<file path="config.mk">
export PLATFORM = sky130hd
export DESIGN_NAME = pipe_tracker_top
export DESIGN_NICKNAME = d
export VERILOG_FILES = /design/src/design/rv32i_isa_pkg.sv /design/src/design/pipe_trk_pkg.sv /design/src/design/rv32i_decoder.sv /design/src/design/pipe_stage_reg.sv /design/src/design/pipe_follower.sv /design/src/design/xori_result_check.sv /design/src/design/pipe_tracker_top.sv
export SDC_FILE = /design/constraint.sdc
export NUM_CORES = 1
export LEC_CHECK = 0
export BUFFER_PORTS_ARGS = -buffer_cell sky130_fd_sc_hd__clkbuf_2
export CORE_MARGIN = 1.5
export CORE_UTILIZATION = 45
export CTS_BUF_LIST = sky130_fd_sc_hd__clkbuf_8
export CTS_CLUSTER_SIZE = 8
export DETAILED_ROUTE_END_ITERATION = 10
export PLACE_DENSITY = 0.67
export SLEW_MARGIN = 20
export SYNTH_ARGS = -nofsm -noshare
export SYNTH_HDL_FRONTEND = slang
export SYNTH_SLANG_ARGS = --single-unit
</file>
<file path="constraint.sdc">
create_clock -name clk -period 1.52 [get_ports clk]
set_input_delay 0.228 -clock clk [delete_from_list [all_inputs] [get_ports clk]]
set_output_delay 0.228 -clock clk [all_outputs]
set_load 0.01 [all_outputs]
</file>
<file path="src/design/rv32i_isa_pkg.sv">
package rv32i_isa_pkg;

    // Major opcodes
    parameter logic [6:0] OPC_LUI   = 7'b0110111;
    parameter logic [6:0] OPC_AUIPC = 7'b0010111;
    parameter logic [6:0] OPC_JAL   = 7'b1101111;
    parameter logic [6:0] OPC_JALR  = 7'b1100111;
    parameter logic [6:0] OPC_B     = 7'b1100011;  // Conditional branches
    parameter logic [6:0] OPC_IL    = 7'b0000011;  // Loads
    parameter logic [6:0] OPC_S     = 7'b0100011;  // Stores
    parameter logic [6:0] OPC_I     = 7'b0010011;  // ALU with immediate
    parameter logic [6:0] OPC_R     = 7'b0110011;  // ALU register-register
    parameter logic [6:0] OPC_FENCE = 7'b0001111;
    parameter logic [6:0] OPC_E     = 7'b1110011;  // ECALL, EBREAK

    // Branch funct3
    parameter logic [2:0] F3_BEQ  = 3'b000;
    parameter logic [2:0] F3_BNE  = 3'b001;
    parameter logic [2:0] F3_BLT  = 3'b100;
    parameter logic [2:0] F3_BGE  = 3'b101;
    parameter logic [2:0] F3_BLTU = 3'b110;
    parameter logic [2:0] F3_BGEU = 3'b111;

    // Load and store funct3
    parameter logic [2:0] F3_LB  = 3'b000;
    parameter logic [2:0] F3_LH  = 3'b001;
    parameter logic [2:0] F3_LW  = 3'b010;
    parameter logic [2:0] F3_LBU = 3'b100;
    parameter logic [2:0] F3_LHU = 3'b101;
    parameter logic [2:0] F3_SB  = 3'b000;
    parameter logic [2:0] F3_SH  = 3'b001;
    parameter logic [2:0] F3_SW  = 3'b010;

    // ALU funct3, shared by R and I forms
    parameter logic [2:0] F3_ADD  = 3'b000;  // ADD, SUB, ADDI
    parameter logic [2:0] F3_SLL  = 3'b001;
    parameter logic [2:0] F3_SLT  = 3'b010;
    parameter logic [2:0] F3_SLTU = 3'b011;
    parameter logic [2:0] F3_XOR  = 3'b100;
    parameter logic [2:0] F3_SR   = 3'b101;  // SRL, SRA and immediates
    parameter logic [2:0] F3_OR   = 3'b110;
    parameter logic [2:0] F3_AND  = 3'b111;

    parameter logic [2:0] F3_JALR  = 3'b000;
    parameter logic [2:0] F3_FENCE = 3'b000;

    parameter logic [6:0] F7_BASE = 7'b0000000;
    parameter logic [6:0] F7_ALT  = 7'b0100000;  // SUB, SRA, SRAI

    parameter logic [31:0] NOP_WORD = 32'h0000_0013;  // addi x0, x0, 0

    // Same word seen as I-type or as S/B-type
    typedef union packed {
        struct packed {
            logic [11:0] imm12;
            logic [4:0]  rs1;
            logic [2:0]  funct3;
            logic [4:0]  rd;
            logic [6:0]  opcode;
        } i_view;
        struct packed {
            logic [6:0] imm_hi;  // Also funct7 for R and shifts
            logic [4:0] rs2;
            logic [4:0] rs1;
            logic [2:0] funct3;
            logic [4:0] imm_lo;
            logic [6:0] opcode;
        } s_view;
    } rv32i_word_u;

endpackage

</file>
<file path="src/design/pipe_trk_pkg.sv">
package pipe_trk_pkg;

    parameter int XLEN     = 32;
    parameter int N_STAGES = 6;

    // Stage positions, fetch side first
    parameter int STG_IF  = 0;
    parameter int STG_PD  = 1;
    parameter int STG_ID  = 2;
    parameter int STG_EX  = 3;
    parameter int STG_MEM = 4;
    parameter int STG_WB  = 5;

endpackage

</file>
<file path="src/design/rv32i_decoder.sv">
`timescale 1ns/1ps

module rv32i_decoder (
    input  rv32i_isa_pkg::rv32i_word_u        inst_i,
    output logic                              illegal_o,
    output logic                              is_xori_o,
    output logic [4:0]                        rs1_o,
    output logic [pipe_trk_pkg::XLEN-1:0]     imm_i_o
);

    logic [6:0]                    opcode;
    logic [2:0]                    funct3;
    logic [6:0]                    funct7;
    logic [4:0]                    rd;
    logic [11:0]                   imm12;
    logic [pipe_trk_pkg::XLEN-1:0] imm_b;
    logic [pipe_trk_pkg::XLEN-1:0] imm_j;
    logic                          legal;

    assign opcode = inst_i.i_view.opcode;
    assign funct3 = inst_i.i_view.funct3;
    assign rd     = inst_i.i_view.rd;
    assign imm12  = inst_i.i_view.imm12;
    assign funct7 = inst_i.s_view.imm_hi;
    assign rs1_o  = inst_i.i_view.rs1;

    assign imm_i_o = {{20{imm12[11]}}, imm12};
    assign imm_b = {{19{inst_i.s_view.imm_hi[6]}}, inst_i.s_view.imm_hi[6],
                    inst_i.s_view.imm_lo[0], inst_i.s_view.imm_hi[5:0],
                    inst_i.s_view.imm_lo[4:1], 1'b0};
    // rs1 and funct3 carry imm[19:12] in J format
    assign imm_j = {{11{imm12[11]}}, imm12[11], inst_i.i_view.rs1, funct3,
                    imm12[0], imm12[10:1], 1'b0};

    always_comb begin
        case (opcode)
            rv32i_isa_pkg::OPC_LUI, rv32i_isa_pkg::OPC_AUIPC: legal = 1'b1;
            rv32i_isa_pkg::OPC_JAL: legal = (imm_j[1:0] == 2'b00);
            rv32i_isa_pkg::OPC_JALR:
                legal = (funct3 == rv32i_isa_pkg::F3_JALR) && (imm_i_o[1:0] == 2'b00);
            rv32i_isa_pkg::OPC_B:
                legal = (funct3 inside {rv32i_isa_pkg::F3_BEQ, rv32i_isa_pkg::F3_BNE,
                                        rv32i_isa_pkg::F3_BLT, rv32i_isa_pkg::F3_BGE,
                                        rv32i_isa_pkg::F3_BLTU, rv32i_isa_pkg::F3_BGEU})
                        && (imm_b[1:0] == 2'b00);
            rv32i_isa_pkg::OPC_IL:
                legal = funct3 inside {rv32i_isa_pkg::F3_LB, rv32i_isa_pkg::F3_LH,
                                       rv32i_isa_pkg::F3_LW, rv32i_isa_pkg::F3_LBU,
                                       rv32i_isa_pkg::F3_LHU};
            rv32i_isa_pkg::OPC_S:
                legal = funct3 inside {rv32i_isa_pkg::F3_SB, rv32i_isa_pkg::F3_SH,
                                       rv32i_isa_pkg::F3_SW};
            rv32i_isa_pkg::OPC_I: begin
                // Only the shifts constrain the upper immediate bits
                if (funct3 == rv32i_isa_pkg::F3_SLL)
                    legal = (funct7 == rv32i_isa_pkg::F7_BASE);
                else if (funct3 == rv32i_isa_pkg::F3_SR)
                    legal = funct7 inside {rv32i_isa_pkg::F7_BASE, rv32i_isa_pkg::F7_ALT};
                else
                    legal = 1'b1;
            end
            rv32i_isa_pkg::OPC_R:
                legal = (funct7 == rv32i_isa_pkg::F7_BASE) ||
                        ((funct7 == rv32i_isa_pkg::F7_ALT) &&
                         (funct3 inside {rv32i_isa_pkg::F3_ADD, rv32i_isa_pkg::F3_SR}));
            rv32i_isa_pkg::OPC_FENCE: legal = (funct3 == rv32i_isa_pkg::F3_FENCE);
            rv32i_isa_pkg::OPC_E:  // ECALL or EBREAK, all other fields zero
                legal = (imm12 inside {12'h000, 12'h001}) && (rs1_o == 5'd0) &&
                        (funct3 == 3'b000) && (rd == 5'd0);
            default: legal = 1'b0;
        endcase
    end

    assign illegal_o = !legal;
    assign is_xori_o = (opcode == rv32i_isa_pkg::OPC_I) && (funct3 == rv32i_isa_pkg::F3_XOR);

endmodule

</file>
<file path="src/design/pipe_stage_reg.sv">
`timescale 1ns/1ps

module pipe_stage_reg #(
    parameter logic [pipe_trk_pkg::XLEN-1:0] PC_RESET = '0
) (
    input  logic                          clk,
    input  logic                          rst,
    input  logic                          hold_i,
    input  logic                          flush_i,
    input  logic                          bubble_in_i,
    input  logic [pipe_trk_pkg::XLEN-1:0] inst_i,
    input  logic [pipe_trk_pkg::XLEN-1:0] pc_i,
    output logic [pipe_trk_pkg::XLEN-1:0] inst_o,
    output logic [pipe_trk_pkg::XLEN-1:0] pc_o,
    output logic                          bubble_o
);

    logic [pipe_trk_pkg::XLEN-1:0] inst_q;
    logic [pipe_trk_pkg::XLEN-1:0] pc_q;
    logic                          bubble_q;

    always_ff @(posedge clk) begin
        if (rst) begin
            inst_q   <= rv32i_isa_pkg::NOP_WORD;
            pc_q     <= PC_RESET;
            bubble_q <= 1'b1;
        end else if (flush_i) begin
            bubble_q <= 1'b1;  // Word stays, marked dead
        end else if (!hold_i) begin
            inst_q   <= inst_i;
            pc_q     <= pc_i;
            bubble_q <= bubble_in_i;
        end
    end

    assign inst_o   = inst_q;
    assign pc_o     = pc_q;
    assign bubble_o = bubble_q;

endmodule

</file>
<file path="src/design/pipe_follower.sv">
`timescale 1ns/1ps

module pipe_follower #(
    parameter logic [pipe_trk_pkg::XLEN-1:0] PC_RESET = '0
) (
    input  logic                          clk,
    input  logic                          rst,
    input  logic [pipe_trk_pkg::XLEN-1:0] fetch_inst_i,
    input  logic [pipe_trk_pkg::XLEN-1:0] fetch_pc_i,
    input  logic                          fetch_valid_i,
    input  logic                          pd_flush_i,
    input  logic                          bu_flush_i,
    input  logic                          pd_stall_i,
    input  logic                          id_stall_i,
    input  logic                          ex_stall_i,
    input  logic                          wb_stall_i,
    output logic [pipe_trk_pkg::XLEN-1:0] wb_inst_o,
    output logic [pipe_trk_pkg::XLEN-1:0] wb_pc_o,
    output logic                          wb_bubble_o
);

    logic [pipe_trk_pkg::N_STAGES-1:0][pipe_trk_pkg::XLEN-1:0] inst_in, inst_q;
    logic [pipe_trk_pkg::N_STAGES-1:0][pipe_trk_pkg::XLEN-1:0] pc_in, pc_q;
    logic [pipe_trk_pkg::N_STAGES-1:0] bubble_in, bubble_q;
    logic [pipe_trk_pkg::N_STAGES-1:0] hold, flush;

    // Per-stage controls
    assign hold[pipe_trk_pkg::STG_IF]   = pd_stall_i;
    assign hold[pipe_trk_pkg::STG_PD]   = id_stall_i;
    assign hold[pipe_trk_pkg::STG_ID]   = ex_stall_i;
    assign hold[pipe_trk_pkg::STG_EX]   = ex_stall_i;
    assign hold[pipe_trk_pkg::STG_MEM]  = wb_stall_i;
    assign hold[pipe_trk_pkg::STG_WB]   = wb_stall_i;
    assign flush[pipe_trk_pkg::STG_IF]  = pd_flush_i;
    assign flush[pipe_trk_pkg::STG_PD]  = bu_flush_i;
    assign flush[pipe_trk_pkg::STG_ID]  = bu_flush_i;
    assign flush[pipe_trk_pkg::STG_EX]  = bu_flush_i;
    assign flush[pipe_trk_pkg::STG_MEM] = 1'b0;  // Back end is never flushed
    assign flush[pipe_trk_pkg::STG_WB]  = 1'b0;

    always_comb begin
        inst_in[pipe_trk_pkg::STG_IF]   = fetch_inst_i;
        pc_in[pipe_trk_pkg::STG_IF]     = fetch_pc_i;
        bubble_in[pipe_trk_pkg::STG_IF] = !fetch_valid_i;
        for (int s = 1; s < pipe_trk_pkg::N_STAGES; s++) begin
            inst_in[s]   = inst_q[s-1];
            pc_in[s]     = pc_q[s-1];
            bubble_in[s] = bubble_q[s-1];
        end
        // Dependency stall leaves a bubble behind in id
        bubble_in[pipe_trk_pkg::STG_ID] = bubble_q[pipe_trk_pkg::STG_PD] | id_stall_i;
    end

    for (genvar g = 0; g < pipe_trk_pkg::N_STAGES; g++) begin : g_stage
        pipe_stage_reg #(.PC_RESET(PC_RESET)) stage_inst (
            .clk(clk), .rst(rst),
            .hold_i(hold[g]), .flush_i(flush[g]), .bubble_in_i(bubble_in[g]),
            .inst_i(inst_in[g]), .pc_i(pc_in[g]),
            .inst_o(inst_q[g]), .pc_o(pc_q[g]), .bubble_o(bubble_q[g])
        );
    end

    assign wb_inst_o   = inst_q[pipe_trk_pkg::STG_WB];
    assign wb_pc_o     = pc_q[pipe_trk_pkg::STG_WB];
    assign wb_bubble_o = bubble_q[pipe_trk_pkg::STG_WB];

endmodule

</file>
<file path="src/design/xori_result_check.sv">
`timescale 1ns/1ps

module xori_result_check (
    input  logic                          valid_i,
    input  logic                          is_xori_i,
    input  logic [pipe_trk_pkg::XLEN-1:0] rs1_value_i,
    input  logic [pipe_trk_pkg::XLEN-1:0] imm_i,      // Already sign-extended
    input  logic [pipe_trk_pkg::XLEN-1:0] result_i,
    output logic                          mismatch_o
);

    logic [pipe_trk_pkg::XLEN-1:0] expected;

    assign expected = rs1_value_i ^ imm_i;

    // Bubbles and other opcodes never flag
    assign mismatch_o = valid_i && is_xori_i && (result_i != expected);

endmodule

</file>
<file path="src/design/pipe_tracker_top.sv">
`timescale 1ns/1ps

module pipe_tracker_top #(
    parameter logic [pipe_trk_pkg::XLEN-1:0] PC_RESET = '0
) (
    input  logic                          clk,
    input  logic                          rst,
    input  logic [pipe_trk_pkg::XLEN-1:0] fetch_inst_i,
    input  logic [pipe_trk_pkg::XLEN-1:0] fetch_pc_i,
    input  logic                          fetch_valid_i,
    input  logic                          pd_flush_i,
    input  logic                          bu_flush_i,
    input  logic                          pd_stall_i,
    input  logic                          id_stall_i,
    input  logic                          ex_stall_i,
    input  logic                          wb_stall_i,
    input  logic [pipe_trk_pkg::XLEN-1:0] wb_rs1_value_i,
    input  logic [pipe_trk_pkg::XLEN-1:0] wb_result_i,
    output logic                          fetch_illegal_o,
    output logic [pipe_trk_pkg::XLEN-1:0] wb_inst_o,
    output logic [pipe_trk_pkg::XLEN-1:0] wb_pc_o,
    output logic                          wb_valid_o,
    output logic                          xori_mismatch_o
);

    logic                          wb_bubble;
    logic                          wb_is_xori;
    logic [pipe_trk_pkg::XLEN-1:0] wb_imm_i;

    // Fetch side, legality only
    rv32i_decoder fetch_dec_inst (
        .inst_i(fetch_inst_i), .illegal_o(fetch_illegal_o),
        .is_xori_o(), .rs1_o(), .imm_i_o()
    );

    pipe_follower #(.PC_RESET(PC_RESET)) follower_inst (
        .clk(clk), .rst(rst),
        .fetch_inst_i(fetch_inst_i), .fetch_pc_i(fetch_pc_i), .fetch_valid_i(fetch_valid_i),
        .pd_flush_i(pd_flush_i), .bu_flush_i(bu_flush_i),
        .pd_stall_i(pd_stall_i), .id_stall_i(id_stall_i),
        .ex_stall_i(ex_stall_i), .wb_stall_i(wb_stall_i),
        .wb_inst_o(wb_inst_o), .wb_pc_o(wb_pc_o), .wb_bubble_o(wb_bubble)
    );

    assign wb_valid_o = !wb_bubble;

    // Write-back side, XORI recognition
    rv32i_decoder wb_dec_inst (
        .inst_i(wb_inst_o), .illegal_o(),
        .is_xori_o(wb_is_xori), .rs1_o(), .imm_i_o(wb_imm_i)
    );

    xori_result_check xori_chk_inst (
        .valid_i(wb_valid_o), .is_xori_i(wb_is_xori),
        .rs1_value_i(wb_rs1_value_i), .imm_i(wb_imm_i), .result_i(wb_result_i),
        .mismatch_o(xori_mismatch_o)
    );

endmodule

</file>
; ---- Word level (Yosys, flattened, before mapping)
; Index checks and enable logic that the tools add are counted.
[word_totals]
ff_bits = 390
output_inout_bits = 67
word_cells = 83
[classes]
eq_ne = 22
n_mux = 3
bitwise_logic = 7
reduce_logical = 33
[op_table]
columns = operator, count
row1 = $ne A32 B32 Y1, 1
row2 = $xor A32 B32 Y32, 1
row3 = $eq A7 B6 Y1 const B, 4
row4 = $eq A7 B7 Y1 const B, 4
row5 = $eq A7 B5 Y1 const B, 3
row6 = $eq A3 B3 Y1 const B, 5
row7 = $eq A12 B1 Y1 const B, 1
row8 = $logic_not A12 Y1, 1
row9 = $logic_not A5 Y1, 2
row10 = $pmux W1 S10, 1
row11 = $logic_and A1 B1 Y1, 9
row12 = $eq A7 B2 Y1 const B, 1
row13 = $eq A7 B4 Y1 const B, 1
row14 = $logic_not A7 Y1, 1
row15 = $logic_not A2 Y1, 3
row16 = $reduce_and A2 Y1, 3
row17 = $reduce_bool A2 Y1, 3
row18 = $reduce_bool A6 Y1, 1
row19 = $reduce_or A2 Y1, 3
row20 = $not A1 Y1, 5
row21 = $reduce_bool A5 Y1, 1
row22 = $eq A3 B1 Y1 const B, 1
row23 = $eq A3 B2 Y1 const B, 1
row24 = $logic_not A1 Y1, 3
row25 = other kinds (5), 6

; ---- Logic depth before layout (Yosys ltp)
; Gate-level depths: netlist (run 1).
[logic_depth]
word_depth = 7
mapped_depth = 6
ltp_nobuf = 5

; ---- Hierarchy
; From an unflattened synthesis (run 1), not the netlist that was laid out.
[unflattened]
hier_cells = 1966
area_unflattened_um2 = 18192.4
[modules_own_cells]
columns = module, n_inst, cells_each, area_per_inst_um2, seq_area_each_um2
row1 = pipe_stage_reg, 6, 293, 2732.6, 1301.2
row2 = rv32i_decoder, 2, 75, 516.7, 0.0
row3 = xori_result_check, 1, 54, 745.7, 0.0
row4 = pipe_follower, 1, 3, 13.8, 0.0
row5 = pipe_tracker_top, 1, 1, 3.8, 0.0

; ---- Least setup slack after synthesis (run 1)
; No wires, ideal clock.
[synth_timing]
kind = input port to output port
from = input port wb_result_i[25] (netlist name)
to = output port xori_mismatch_o
arrival_ns = 1.244
required_ns = 1.292
setup_slack_ns = 0.048
path_stages = 5
path_cell_list = xnor2_1 > or4_1 > mux2i_1 > nor3b_2 > a31oi_1
[synth_via]
elab_chain_cells = 2
[synth_lines]
columns = element, line_no
row1 = from (decl), pipe_tracker_top.sv:18  ; input logic [pipe_trk_pkg::XLEN-1:0] wb_result_i,
row2 = $ne A32 B32 Y1, xori_result_check.sv:17  ; assign mismatch_o = valid_i && is_xori_i && (result_i != expected);
row3 = $logic_and A1 B1 Y1, xori_result_check.sv:17
row4 = to (decl), pipe_tracker_top.sv:23  ; output logic xori_mismatch_o
; No other way between the ends.

; ---- Worst setup path after layout (run 1)
[layout_timing]
from = register follower_inst.g_stage[5].stage_inst.inst_q, in the netlist follower_inst.g_stage[5].stage_inst.inst_o[28]
to = output port xori_mismatch_o
[layout_via]
elab_chain_cells = 3
[layout_lines]
columns = element, line_no
row1 = from (decl), pipe_stage_reg.sv:18  ; logic [pipe_trk_pkg::XLEN-1:0] inst_q;
row2 = from (signal assigned), pipe_stage_reg.sv:24  ; inst_q <= rv32i_isa_pkg::NOP_WORD;
row3 = from (signal assigned), pipe_stage_reg.sv:30  ; inst_q <= inst_i;
row4 = $xor A32 B32 Y32, xori_result_check.sv:14  ; assign expected = rs1_value_i ^ imm_i;
row5 = $ne A32 B32 Y1, xori_result_check.sv:17
row6 = $logic_and A1 B1 Y1, xori_result_check.sv:17
; No other way between the ends.

==> impl_results.md, run 1 <==
* Crit path cell chain: xnor2_2, buf_4, nand4_2, nor3b_2, a31oi_1, buf_2
* Initial core utilization at 0.460
* IO buf count at 203
* Arr. time, crit path at 1.69 ns
* Drc violations at 0
* Crit start category: flop
* P_leak at 7.19 nW
* Top Metal Used: met4
* Antenna Nets Post-Route at 0
* FF/Latch Area at 7820 sq um
* Hold endpoint: follower_inst.g_stage[0].stage_inst.pc_o[25]$_SDFFE_PP0P_
* Syn-to-layout area delta at 25.0%
* Row count at 64
* Slew @ Worst Pin at 0.395 ns
* Max Clock Freq at 521 MHz
* Worst R2R Start: follower_inst.g_stage[0].stage_inst.bubble_o$_SDFFE_PP1N_
* Max-cap violations at 0
* Most frequent cells in the layout: 519 x nand2_1, 384 x dfxtp_1, 246 x a21oi_1, 200 x clkbuf_2, 127 x nor2_1
* Global-route wire length before repair at 53100 um
* Final core occ at 0.575
* Worst-path clk slew at 0.06 ns
* Crit path launch: follower_inst.g_stage[5].stage_inst.inst_o[28]$_SDFFE_PP0N_
* Worst setup margin at -0.401 ns
* Commonest non-fill, non-tap cell in the layout: nand2_1
* Post-route clock period utilization at 1.26
* Vias at 11400
* Total Power at 0.0196 W
* CP required at 1.29 ns
* H-Tree Depth at 2
* PwrDens at 1110 nW/um^2
* Vias in the first global route at 10700
* Failing checks: setup timing
* Post-DP Area at 15900 sq um
* Clock sink total at 390
* YS warnings at 0
* R2R Setup Slk at 0.12 ns
* Status: complete, but fails checks
* Reg-to-Reg End: follower_inst.g_stage[0].stage_inst.bubble_o$_SDFFE_PP1N_
* Hold path start: rst
* Syn_area_per_cell at 8.57 sq um
* Final GP Congestion at 0.824
* Pin count of the biggest net entering global routing at 76
* Routed wire length per instance at 13.6 um
* Num CTS Buffers at 59
* Net Sw Power at 0.00449 W
* Min Tclk post-route at 1.92 ns
* Yosys reg bits at 390
* Post-Route WL at 32000 um
* Area of the multi-input gates at 6020 sq um
* Setup Crit Path Kind: flop to output port
* Critical Path End Type: output port
* Synth cell types at 40
* Final setup TNS at -0.598 ns
* CTS Root Cell: clkbuf_8
* Class of the worst hold path: input port to flop
* Clock skew at 0.0129 ns
* Combinational fraction of design power at 0.076
* Final setup viols at 2
* Total grt overflow at 0
* Final hold vios at 0
* Met3 wire length at 1510 um
* Fillers at 2815
* Post-Syn Instances at 1654
* Net count after synthesis at 1791
* Ports at 204
* CTS tree: done
* Share of layout cells above drive strength 1 at 0.182
* Fin nets at 2064
* Sw frac at 0.229
* VDD IR max at 0.578 mV
* R2R depth at 4
* RSZ-0062 raised after global routing: true
* Max_slew headroom at 0.737
* Max Slew Vio Count at 0
* Sequential element share of the synthesized area at 0.551
* Mapped cell area at 14200 sq um
* First-pass DRT Iterations at 4
* Initial DRC Count at 848
* Final instance area at 17700 sq um
* Die area at 32600 sq um
* Overall Global Routing Usage at 0.194
* DIE WIDTH at 180 um
* Met2 Routed Length at 12800 um
* Sequential share of power at 0.534
* Die Y at 180 um
* Critical path's largest stage delay at 0.35 ns
* Inserted Diodes at 0
* P_int at 0.0151 W
* Crit Path Max Fanout at 2
* Vias/cell at 4.85
* Worst Hold Depth at 2
* Clock group share of total power at 0.390
* Deepest clock path buffer count at 3
* M1 WL at 17100 um
* Worst skew pair latency at 0.58 ns
* DPL Wire Length at 21600 um
* Antenna violations before repair at 1
* Critical path's slowest cell: dfxtp_2
* Core area at 30800 sq um
cell type report:
| class | instances | area share |
|---|---|---|
| tap | 396 | 0.0280 |
| inverter | 3 | 0.000636 |
| multi-input combinational | 1147 | 0.339 |
| timing repair buffer | 326 | 0.132 |
| clock inverter | 27 | 0.00727 |
| sequential | 390 | 0.441 |
| clock buffer | 66 | 0.0513 |
registers in the layout, summed over array words and instances (netlist names):
name	count
follower_inst.g_stage.stage_inst.bubble_o	6
follower_inst.g_stage.stage_inst.inst_o	192
follower_inst.g_stage.stage_inst.pc_o	192
worst max-delay path by stage:
stage / to / cells past startpoint
floorplan: xori_mismatch_o / 5
global placement: fetch_illegal_o / 8
detailed placement: fetch_illegal_o / 8
CTS: xori_mismatch_o / 6
global route: xori_mismatch_o / 6
finish: xori_mismatch_o / 6
kinds of logic (layout without fill, tap and decap cells):
family                 count (synthesis)  after routing  synth area share
flip-flops                           390            390             0.551
XOR/XNOR                              46             46            0.0284
multiplexers                         126            126            0.0890
buffers and inverters                117            422            0.0327
AO/OA/AOI/OAI                        271            271             0.101
AND/OR/NAND/NOR                      704            704             0.198
worst max-delay path, delay by kind of cell (launching register included):
kind	cells	cell delay (ns)
buf+inv	2	0.28
flops	1	0.35
compound gates	1	0.09
xor+xnor	1	0.11
simple gates	2	0.29
what timing repair did:
| action | CTS | global route |
|---|---|---|
| pin swaps | 8 | 1 |
| endpoints found under the setup margin | 3 | 2 |
| gates resized for setup | 14 | 8 |
| hold buffers | 63 | 0 |
| buffers inserted | 1 | 0 |
| endpoints found under the hold margin | 63 | 0 |
routing by layer:
layer / up-vias / global-route usage
met2: 283 / 0.273
li1: 5966 / -
met3: 46 / 0.0309
met4: 0 / 0.0534
met5: - / 0
met1: 5129 / 0.302
power groups by stage:
stage | Sequential [W] | Clock (W) | Combinational [W]
finish | 0.0105 | 0.00765 | 0.00149
global route | 0.0105 | 0.00832 | 0.00164
CTS | 0.0105 | 0.00786 | 0.00149
detailed placement | 0.0107 | 0 | 0.00135
global placement | 0.0107 | 0 | 0.00133
floorplan | 0.0106 | 0 | 0.000794
cells in the mapped netlist (all sizes together):
library cell  instances  area [sq um]
dfxtp               390          7810
nand3                 4          20.0
o41a                  1          11.3
or3                   1          6.26
o21a                  1          7.51
nand4                 7          50.1
nor2b                12          75.1
a41oi                 1          8.76
and4b                 1          10.0
nor4b                 2          17.5
a22oi                 2          15.0
nor3b                 1          12.5
nand3b               12          90.1
nand2               519          1950
buf                  28           128
or4                   1          7.51
mux2i               126          1260
a211o                 8          70.1
clkbuf               86           324
a211oi                1          7.51
o21ai                 4          20.0
xor2                 19           166
o22a                  1          8.76
a31oi                 2          12.5
or2                   3          18.8
a21oi               246          1230
nor3                  3          15.0
xnor2                27           236
o211ai                1          7.51
inv                   3          11.3
nand2b                1          6.26
a222oi                1          10.0
a311oi                1          8.76
nor2                130           488
nor4                  6          37.5
o22ai                 1          6.26
nor4bb                1          10.0
stage by stage:
stage / worst slack [ns] / hold WS [ns] / instances
after floorplan: 0.0480 / 0.330 / 1654
after global placement: -0.363 / 0.439 / 2198
after detailed placement: -0.323 / 0.440 / 2198
after CTS: -0.439 / 0.00584 / 2355
after global routing: -0.502 / 0.0300 / 2355
final: -0.401 / 0.0323 / 2355
Power figures use the tool's default switching activity.
==> run 2: changes to the inputs <==
Settings changed: BUFFER_PORTS_ARGS -buffer_cell sky130_fd_sc_hd__clkbuf_2 to -buffer_cell sky130_fd_sc_hd__buf_4, CORE_UTILIZATION 45 to 59, PLACE_DENSITY 0.67 to 0.84.
==> run 2 against run 1 <==
Against the previous run: the run still ends with setup timing left; clock power fell by 7.2%; register-to-register slack barely moved; die area fell by 23%.
==> impl_results.md, run 2 (synthesis gave the netlist of run 1 again) <==
* Class of the worst hold path: input port to flop
* RSZ-0062 raised after global routing: true
* Setup Crit Path Kind: flop to output port
* Failing checks: setup timing
* Worst-path clk slew at 0.06 ns
* Drc violations at 0
* Status: complete, but fails checks
* Vias at 12000
* Post-route clock period utilization at 1.31
* Met3 wire length at 1970 um
* Worst R2R Start: follower_inst.g_stage[0].stage_inst.bubble_o$_SDFFE_PP1N_
* Core area at 23500 sq um
* Final core occ at 0.763
* DIE WIDTH at 158 um
* Overall Global Routing Usage at 0.264
* Routed wire length per instance at 15.0 um
* Crit path launch: follower_inst.g_stage[5].stage_inst.inst_o[31]$_SDFFE_PP0N_
* P_int at 0.0146 W
* Antenna violations before repair at 1
* Most frequent cells in the layout: 519 x nand2_1, 383 x dfxtp_1, 246 x a21oi_1, 225 x buf_4, 127 x nor2_1
* Crit start category: flop
* IO buf count at 203
* Antenna Nets Post-Route at 0
* Sequential share of power at 0.546
* First-pass DRT Iterations at 5
* VDD IR max at 0.726 mV
* M1 WL at 15700 um
* Slew @ Worst Pin at 0.577 ns
* Max_slew headroom at 0.616
* Max Slew Vio Count at 0
* Max Clock Freq at 503 MHz
* Vias/cell at 5.30
* PwrDens at 1070 nW/um^2
* Inserted Diodes at 0
* Num CTS Buffers at 57
* Die area at 25000 sq um
* Post-Route WL at 33800 um
* Min Tclk post-route at 1.99 ns
* Critical Path End Type: output port
* Initial DRC Count at 915
* P_leak at 7.21 nW
* Worst setup margin at -0.469 ns
* Clock sink total at 390
* Sw frac at 0.237
* Final hold vios at 0
* Vias in the first global route at 11200
* Hold path start: fetch_inst_i[30]
* Worst skew pair latency at 0.60 ns
* Total grt overflow at 0
* Combinational fraction of design power at 0.084
* Crit Path Max Fanout at 5
* Net Sw Power at 0.00453 W
* Met2 Routed Length at 15600 um
* Top Metal Used: met4
* Fin nets at 2052
* Clock skew at 0.0197 ns
* Deepest clock path buffer count at 3
* Arr. time, crit path at 1.76 ns
* Initial core utilization at 0.602
* Final setup viols at 2
* Share of layout cells above drive strength 1 at 0.175
* Row count at 56
* Max-cap violations at 0
* Ports at 204
* DPL Wire Length at 22000 um
* CP required at 1.29 ns
* Die Y at 158 um
* H-Tree Depth at 2
* CTS tree: done
* Pin count of the biggest net entering global routing at 128
* Commonest non-fill, non-tap cell in the layout: nand2_1
* Clock group share of total power at 0.370
* CTS Root Cell: clkbuf_8
* Final GP Congestion at 0.806
* Global-route wire length before repair at 53900 um
* Dpl ws at -0.400 ns
* Syn-to-layout area delta at 26.8%
[run 2: cell count changes in the layout (fill, tap and decap cells not counted), sizes merged]
cell | before | now
buf | 63 | 250
clkbuf | 266 | 58
bufinv | 1 | 0
clkinv | 1 | 2
dlygate4sd3 | 63 | 66
inv | 28 | 26
[run 2: repair_timing]
action / CTS / global route
hold endpoints to repair: 63 / 0
pin swaps: 2 / 4
hold buffers: 66 / 0
setup buffers: 0 / 0
gates resized for setup: 14 / 16
setup endpoints to repair: 3 / 2
[run 2: per-layer routing]
layer	global-route usage	vias up
met5	0	-
met3	0.0452	52
met4	0.0712	0
li1	-	5935
met1	0.367	5600
met2	0.426	383
[run 2: power by group through the flow]
stage,sequential [W],combinational [W],clock (W)
floorplan,0.0106,0.000794,0
global placement,0.0107,0.00140,0
detailed placement,0.0107,0.00142,0
CTS,0.0105,0.00157,0.00720
global route,0.0105,0.00174,0.00759
finish,0.0105,0.00161,0.00710
[run 2: final timing paths]
path / to / slack (ns) / cells past startpoint
hold reg to reg: follower_inst.g_stage[3].stage_inst.inst_o[3]$_SDFFE_PP0P_ / 0.44 / 2
setup / recovery: xori_mismatch_o / -0.47 / 6
hold / removal: follower_inst.g_stage[0].stage_inst.inst_o[30]$_SDFFE_PP0P_ / 0.03 / 4
setup reg to reg: follower_inst.g_stage[0].stage_inst.bubble_o$_SDFFE_PP1N_ / 0.12 / 4
[run 2: layout make-up]
| cell class | instances | area, sq um |
|---|---|---|
| Clock buffer | 58 | 798 |
| Inverter | 3 | 11.3 |
| Clock inverter | 25 | 120 |
| Fill cell | 1619 | 5570 |
| Tap cell | 319 | 399 |
| Sequential cell | 390 | 7820 |
| Multi-Input combinational cell | 1147 | 6030 |
| Timing Repair Buffer | 316 | 2790 |
[run 2: critical path, cell delays in order, from the launching register on]
cell	delay [ns]
dfxtp_4	0.37
buf_6	0.13
mux2i_1	0.12
nand3_1	0.10
a211oi_2	0.18
a31oi_1	0.12
buf_4	0.15
[run 2: through the flow]
step	hold WS [ns]	TNS (ns)	power, W	cells	cell area (sq um)
floorplan	0.330	0	0.0114	1654	14200
global route	0.0296	-0.887	0.0198	2258	18000
detailed placement	0.443	-0.692	0.0121	2109	16200
CTS	0.00633	-0.764	0.0192	2258	17900
finish	0.0271	-0.689	0.0192	2258	18000
global placement	0.437	-0.679	0.0121	2109	16200
